<file path="config.mk">
export PLATFORM = sky130hd
export DESIGN_NAME = trivium_wrapper
export DESIGN_NICKNAME = d
export VERILOG_FILES = /design/src/trivium_pkg.sv /design/src/keystream_packer.sv /design/src/trivium_state_reg.sv /design/src/trivium_step.sv /design/src/trivium_wrapper.sv
export VERILOG_INCLUDE_DIRS = /design/src /design/src/src
export SDC_FILE = /design/constraint.sdc
export NUM_CORES = 1
export LEC_CHECK = 0
export ABC_AREA = 1
export ABC_CLOCK_PERIOD_IN_PS = 8420
export BUFFER_PORTS_ARGS = -buffer_cell sky130_fd_sc_hd__buf_2
export CAP_MARGIN = 30
export CORE_AREA = 2 2 180 182
export DETAILED_ROUTE_END_ITERATION = 12
export DIE_AREA = 0 0 182 184
export GPL_TIMING_DRIVEN = 0
export PLACE_DENSITY = 0.71
export SYNTH_ARGS = -nofsm -noshare
export SYNTH_HDL_FRONTEND = slang
export SYNTH_SLANG_ARGS = --single-unit
</file>
<file path="constraint.sdc">
create_clock -name clk -period 8.42 [get_ports clk]
set_input_delay 0.842 -clock clk [delete_from_list [all_inputs] [get_ports clk]]
set_output_delay 0.842 -clock clk [all_outputs]
set_load 0.02 [all_outputs]
</file>
<file path="src/trivium_defines.svh">
// trivium defines: widths, warm-up length and steps per clock for the keystream generator
`ifndef TRIVIUM_DEFINES_SVH
`define TRIVIUM_DEFINES_SVH

// key and iv are the same width in trivium
`define TRIVIUM_KEY_WIDTH 80

// keystream bits per output block
`define TRIVIUM_BLOCK_WIDTH 64

// 4 * 288 steps are discarded before the first keystream bit
`define TRIVIUM_WARMUP_STEPS 1152

// cipher steps per clock, must divide 64 (and 1152)
`define TRIVIUM_LANES 4

`endif

</file>
<file path="src/trivium_pkg.sv">
// trivium package: 288-bit state union and control FSM encoding
`default_nettype none

package trivium_pkg;

    // bit 0 of flat is cipher position s1
    typedef union packed {
        logic [287:0] flat;
        struct packed {
            logic [110:0] reg_c;  // s178..s288
            logic [83:0]  reg_b;  // s94..s177
            logic [92:0]  reg_a;  // s1..s93
        } regs;
    } trivium_state_u;

    typedef enum logic [1:0] {
        warm_up        = 2'd0,
        generate_block = 2'd1,
        hold_block     = 2'd2
    } ctrl_state_e;

endpackage : trivium_pkg

`default_nettype wire

</file>
<file path="src/keystream_packer.sv">
// keystream packer: collects lane bits into a 64-bit block, first bit ends in bit 0
`default_nettype none

`include "trivium_defines.svh"

module keystream_packer (
    input  wire logic                            clk,
    input  wire logic                            rst,
    input  wire logic                            shift,
    input  wire logic [`TRIVIUM_LANES-1:0]       lanes,
    output logic      [`TRIVIUM_BLOCK_WIDTH-1:0] block_o,
    output logic                                 block_full
);

    localparam int SHIFTS = `TRIVIUM_BLOCK_WIDTH / `TRIVIUM_LANES;
    localparam int CNT_W  = (SHIFTS > 1) ? $clog2(SHIFTS) : 1;

    logic [`TRIVIUM_BLOCK_WIDTH-1:0] block_d;
    logic [CNT_W-1:0]                shift_cnt;
    logic                            last_shift;

    // older bits move down, lane 0 lands lowest of the new group
    always_comb begin
        block_d = block_o >> `TRIVIUM_LANES;
        block_d[`TRIVIUM_BLOCK_WIDTH-1 -: `TRIVIUM_LANES] = lanes;
    end

    always_ff @(posedge clk) begin
        if (shift) begin
            block_o <= block_d;
        end
    end

    assign last_shift = (shift_cnt == CNT_W'(SHIFTS - 1));
    assign block_full = shift && last_shift;

    always_ff @(posedge clk) begin
        if (rst) begin
            shift_cnt <= '0;
        end else if (shift) begin
            if (last_shift) begin
                shift_cnt <= '0;  // wrap for the next block
            end else begin
                shift_cnt <= shift_cnt + 1'b1;
            end
        end
    end

    // a full block closes a burst of back-to-back shifts
    full_with_shift : assert property (
        @(posedge clk) disable iff (rst) block_full |-> shift && $past(shift, SHIFTS - 1)
    ) else $error("block_full without a full burst of shifts");

    // a burst of shifts always begins on a block boundary
    burst_aligned : assert property (
        @(posedge clk) disable iff (rst) $rose(shift) |-> (shift_cnt == '0)
    ) else $error("shift burst started mid-block");

endmodule : keystream_packer

`default_nettype wire

</file>
<file path="src/trivium_state_reg.sv">
// trivium state register: key/iv load under reset, chain feedback and warm-up count
`default_nettype none

`include "trivium_defines.svh"

module trivium_state_reg (
    input  wire logic                          clk,
    input  wire logic                          rst,
    input  wire logic [`TRIVIUM_KEY_WIDTH-1:0] key,
    input  wire logic [`TRIVIUM_KEY_WIDTH-1:0] iv,
    input  wire logic                          advance,
    input  wire trivium_pkg::trivium_state_u   state_d,
    output trivium_pkg::trivium_state_u        state_q,
    output logic                               warm_done
);

    localparam int WARM_CYCLES = `TRIVIUM_WARMUP_STEPS / `TRIVIUM_LANES;
    localparam int CNT_W       = $clog2(WARM_CYCLES + 1);

    trivium_pkg::trivium_state_u load_state;
    logic [CNT_W-1:0]            warm_cnt;

    // s1..s80 <- key, s94..s173 <- iv, s286..s288 set, rest clear
    always_comb begin
        load_state.flat          = '0;
        load_state.flat[79:0]    = key;
        load_state.flat[172:93]  = iv;
        load_state.flat[287:285] = 3'b111;
    end

    // key and iv are sampled on every reset cycle
    always_ff @(posedge clk) begin
        if (rst) begin
            state_q <= load_state;
        end else if (advance) begin
            state_q <= state_d;  // end of the step chain
        end
    end

    always_ff @(posedge clk) begin
        if (rst) begin
            warm_cnt <= '0;
        end else if (advance && !warm_done) begin
            warm_cnt <= warm_cnt + 1'b1;  // saturates at WARM_CYCLES
        end
    end

    assign warm_done = (warm_cnt == CNT_W'(WARM_CYCLES));

    // once warmed up the stream position is only lost through a reset
    warm_done_sticky : assert property (
        @(posedge clk) $fell(warm_done) |-> $past(rst)
    ) else $error("warm_done dropped without reset");

endmodule : trivium_state_reg

`default_nettype wire

</file>
<file path="src/trivium_step.sv">
// trivium step: one combinational cipher round, one keystream bit plus next state
`default_nettype none

module trivium_step (
    input  wire trivium_pkg::trivium_state_u state_in,
    output trivium_pkg::trivium_state_u      state_out,
    output logic                             z
);

    logic t1;
    logic t2;
    logic t3;
    logic t1_fb;
    logic t2_fb;
    logic t3_fb;

    // register index = cipher position minus the register's first position
    always_comb begin
        t1 = state_in.regs.reg_a[65] ^ state_in.regs.reg_a[92];   // s66, s93
        t2 = state_in.regs.reg_b[68] ^ state_in.regs.reg_b[83];   // s162, s177
        t3 = state_in.regs.reg_c[65] ^ state_in.regs.reg_c[110];  // s243, s288

        z = t1 ^ t2 ^ t3;

        t1_fb = t1 ^ (state_in.regs.reg_a[90] & state_in.regs.reg_a[91])
                   ^ state_in.regs.reg_b[77];                     // s171
        t2_fb = t2 ^ (state_in.regs.reg_b[81] & state_in.regs.reg_b[82])
                   ^ state_in.regs.reg_c[86];                     // s264
        t3_fb = t3 ^ (state_in.regs.reg_c[108] & state_in.regs.reg_c[109])
                   ^ state_in.regs.reg_a[68];                     // s69

        // each register moves up one position, feedback enters at the bottom
        state_out.regs.reg_a = {state_in.regs.reg_a[91:0], t3_fb};
        state_out.regs.reg_b = {state_in.regs.reg_b[82:0], t1_fb};
        state_out.regs.reg_c = {state_in.regs.reg_c[109:0], t2_fb};
    end

endmodule : trivium_step

`default_nettype wire

</file>
<file path="src/trivium_wrapper.sv">
// trivium wrapper: control FSM around a multi-lane step chain, state register and packer
`default_nettype none

`include "trivium_defines.svh"

module trivium_wrapper (
    input  wire logic                            clk,
    input  wire logic                            rst,
    input  wire logic [`TRIVIUM_KEY_WIDTH-1:0]   key,
    input  wire logic [`TRIVIUM_KEY_WIDTH-1:0]   iv,
    input  wire logic                            next_data,
    output logic                                 end_block,
    output logic      [`TRIVIUM_BLOCK_WIDTH-1:0] block_o
);

    trivium_pkg::ctrl_state_e    ctrl_q;
    trivium_pkg::ctrl_state_e    ctrl_d;
    trivium_pkg::trivium_state_u state_q;
    trivium_pkg::trivium_state_u state_d;
    trivium_pkg::trivium_state_u chain [`TRIVIUM_LANES+1];
    logic [`TRIVIUM_LANES-1:0]   lanes;
    logic                        advance;
    logic                        shift;
    logic                        warm_done;
    logic                        block_full;

    trivium_state_reg u_state_reg (
        .clk       (clk),
        .rst       (rst),
        .key       (key),
        .iv        (iv),
        .advance   (advance),
        .state_d   (state_d),
        .state_q   (state_q),
        .warm_done (warm_done)
    );

    // lane i is step i of this cycle, lower lanes come first in the stream
    assign chain[0] = state_q;

    for (genvar i = 0; i < `TRIVIUM_LANES; i++) begin : g_lane
        trivium_step u_step (
            .state_in  (chain[i]),
            .state_out (chain[i+1]),
            .z         (lanes[i])
        );
    end

    assign state_d = chain[`TRIVIUM_LANES];

    keystream_packer u_packer (
        .clk        (clk),
        .rst        (rst),
        .shift      (shift),
        .lanes      (lanes),
        .block_o    (block_o),
        .block_full (block_full)
    );

    always_comb begin
        ctrl_d = ctrl_q;
        case (ctrl_q)
            trivium_pkg::warm_up: begin
                if (warm_done) begin
                    ctrl_d = trivium_pkg::generate_block;
                end
            end
            trivium_pkg::generate_block: begin
                if (block_full) begin
                    ctrl_d = trivium_pkg::hold_block;
                end
            end
            trivium_pkg::hold_block: begin
                if (next_data) begin
                    ctrl_d = trivium_pkg::generate_block;
                end
            end
            default: begin
                ctrl_d = trivium_pkg::warm_up;
            end
        endcase
    end

    always_ff @(posedge clk) begin
        if (rst) begin
            ctrl_q <= trivium_pkg::warm_up;
        end else begin
            ctrl_q <= ctrl_d;
        end
    end

    // warm-up stops stepping once the counter saturates, one idle cycle before output
    assign advance   = ((ctrl_q == trivium_pkg::warm_up) && !warm_done) ||
                       (ctrl_q == trivium_pkg::generate_block);
    assign shift     = (ctrl_q == trivium_pkg::generate_block);
    assign end_block = (ctrl_q == trivium_pkg::hold_block);

    // a held block is always the one the packer just completed
    end_after_full : assert property (
        @(posedge clk) disable iff (rst)
        $rose(end_block) |-> !shift && $past(block_full)
    ) else $error("end_block rose without a completed block");

endmodule : trivium_wrapper

`default_nettype wire

</file>
==> metrics.md <==
| Metric | Value |
|---|---|
| CTS tree | built |
| Yosys top cell by area | edfxtp_1 |
| CTS root buf | clkbuf_16 |
| Layout cells sized above 1 | 0.1774 |
| Reg2Reg Depth | 10 |
| Hold Path Origin | u_packer.block_o[27] |
| Synth Cell Area | 15650 sq um |
| Final setup viols | 0 |
| Most numerous cell in the Yosys netlist | nand2_1 |
| Ports | 228 |
| Hpwl dp | 24970 um |
| Design Area, Final | 18600 sq um |
| F_max | 357.6 MHz |
| FF-to-FF Start | u_state_reg.warm_cnt[0] |
| Synthesized instance count | 1701 |
| Final core occ | 0.5925 |
| Synth Net Count | 1867 |
| Critical-path cell list | inv_1 -> ha_1 -> nand2_1 -> nor2_1 -> nand2_1 -> nand2_2 -> buf_4 -> buf_2 -> nand3_4 -> buf_16 |
| Crit-path most repeated cell | nand2_1 |
| Ys flop type | edfxtp_1 |
| First-pass GRT wire length | 57930 um |
| RSZ-0062 raised after global routing | no |
| Initial Util | 0.4986 |
| Design Power | 3.980 mW |
| Wire per inst | 15.04 um |
| Largest net degree at the start of global routing | 66 |
| Worst slew margin | 0.4371 |
| Pleak | 8.676 nW |
| Clk buf depth | 3 |
| Die footprint | 33490 sq um |
| Register area | 9589 sq um |
| Final slew viol count | 0 |
| Total Neg Setup Slack | 0 ns |
| R2R setup slack | 5.62 ns |
| Vias post-DR | 12720 |
| Post-cts hold buffer count | 0 |
| Die W | 182 um |
| Max_cap viols | 0 |
| Crit-path max FO | 65 |
| Ys Warns | 0 |
| Synth unique cells | 23 |
| Max incr delay on CP | 0.56 ns |
| Syn-to-layout area delta | 18.83% |
| H-tree depth | 2 |
| Setup Buffers After CTS | 0 |
| DRT Wirelength | 36140 um |
| Post-synth EDFFs | 224 |
| Worst-skew pair later-pin latency | 0.54 ns |
| Top cells by area, synth | edfxtp_1 43%, dfxtp_1 18%, nand2_1 15%, nand3_1 10%, nand4_1 5.0% |
| Final Skew | 0.02311 ns |
| Worst-Margin Slew | 0.8444 ns |
| Vias in the first global route | 11950 |
| Buffers on Ports | 226 |
| Worst hold margin | 0.4370 ns |
| Clock slew at reported path FFs | 0.06 ns |
| Nets | 2138 |
| Share of flip-flops with an asynchronous set or reset | 0 |
| Die height | 184 um |
| Final hold vios | 0 |
| Crit share post-route | 0.3321 |
| CP Launch Type | flip-flop |
| Placement Cell Area | 17370 sq um |
| Rows | 65 |
| Core ar. | 31390 sq um |
| Slowest CP cell | nand3_4 |
| #FFs+latches synth | 367 |
| Worst hold path type | flip-flop to flip-flop |
| Fill count | 2727 |
| Multi-input gate area | 5092 sq um |
| DRC viols | 0 |
| Hold Path Cell Cnt | 0 |
| Pre-antenna DRT Iters | 7 |
| Sequential element share of the synthesized area | 0.6127 |
| Worst vdd ir | 0.0001378 V |
| Sink Count | 367 |
| Status | complete, no violations |
| Synth top cells by count | 633 x nand2_1, 322 x nand3_1, 224 x edfxtp_1 |
| CP required | 8.65 ns |
| Endpoint class of the critical path | flip-flop |
| Gr usage total | 0.2116 |
| Hold path endpoint | u_packer.block_o[23] |
| GP Congestion | 0.8237 |
| Tmin final | 2.796 ns |
| Critical Path AT | 3.03 ns |
| Initial antenna violation count | 0 |
| DR iter-0 viols | 940 |
| Resize count post-CTS | 0 |
| DRT antenna net count | 0 |
| Syn Area/Cell | 9.201 sq um |
| Total CTS buffers | 40 |
| Pwr dens | 214.0 nW/um^2 |
| Via/cell ratio | 5.294 |
| Total global routing overflow | 0 |
| Antenna Diode Count | 0 |
| RR Endpoint | u_state_reg.state_q[146] |
| Top cell type's share of synthesized area | 0.4298 |
| Critical path class | flip-flop to flip-flop |
## per-stage QoR
stage          setup slack, ns  instances
2_1_floorplan            1.560       1701
3_3_place_gp           -0.9534       2329
3_5_place_dp             5.130       2332
4_1_cts                  5.584       2403
5_1_grt                  5.422       2403
6_report                 5.624       2403
## cell type report
class | instances | area share
Timing Repair Buffer | 229 | 0.06485
Multi-Input combinational cell | 1135 | 0.2738
Tap cell | 402 | 0.02704
Clock inverter | 15 | 0.007265
Sequential cell | 367 | 0.5156
Inverter | 68 | 0.01372
Clock buffer | 56 | 0.05866
Buffer | 131 | 0.03909
## critical path, delay by kind of cell (launching register included)
kind,cells,cell delay [ns]
adders and majority gates,1,0.15
buffers and inverters,4,1.03
DFF,1,0.35
and+or+nand+nor,5,0.95
## registers in the layout, indices dropped and copies added (netlist names)
name,count
u_packer.block_o,64
u_state_reg.warm_cnt,9
u_state_reg.state_q,288
u_packer.shift_cnt,4
ctrl_q,2
## layout by cell type (no fill, tap or decap), types with 4 or more instances in the layout
master	synthesis	layout
edfxtp_1	224	224
buf_6	23	23
o21ai_0	5	5
clkbuf_1	54	67
buf_2	41	267
nand3_1	322	321
a21oi_1	9	9
clkinv_1	0	6
inv_1	66	65
nand2_1	633	633
xnor2_1	4	4
nand4_1	125	125
nor2_1	24	24
buf_1	10	10
clkbuf_16	0	40
dfxtp_1	143	143
## cells by family (layout without fill, tap and decap cells)
| logic type | count (synthesis) | in the layout | share of synthesized area |
|---|---|---|---|
| buffers and inverters | 199 | 499 | 0.06276 |
| and+or+nand+nor | 1109 | 1109 | 0.3128 |
| xor gates and xnor gates | 7 | 7 | 0.003917 |
| AOI/OAI and AO/OA | 16 | 16 | 0.005435 |
| adders and majority gates | 3 | 3 | 0.002399 |
| DFF | 367 | 367 | 0.6127 |
## power by group
part,leakage [nW],switching [mW],internal [mW]
Clock,0.590,0.703,0.942
Sequential,3.50,0.0450,2.02
Combinational,4.59,0.166,0.108
Total,8.68,0.914,3.07
## worst max path at each step
stage                            start                        to  slack (ns)  cells past startpoint
3_5_place_dp                       rst  u_state_reg.state_q[114]        5.13                      6
5_1_grt        u_state_reg.warm_cnt[0]  u_state_reg.state_q[146]        5.42                     10
3_3_place_gp                       rst   u_state_reg.state_q[37]       -0.95                      5
4_1_cts        u_state_reg.warm_cnt[0]  u_state_reg.state_q[141]        5.58                     10
2_1_floorplan                      rst    u_state_reg.state_q[0]        1.56                      5
6_report       u_state_reg.warm_cnt[0]  u_state_reg.state_q[146]        5.62                     10
## layer usage
layer,share of wire,global-route usage
met5,0,0
met1,0.44,0.2900
met4,0.023,0.06419
met3,0.064,0.03368
met2,0.47,0.3482
(Power assumes the default switching activity.)
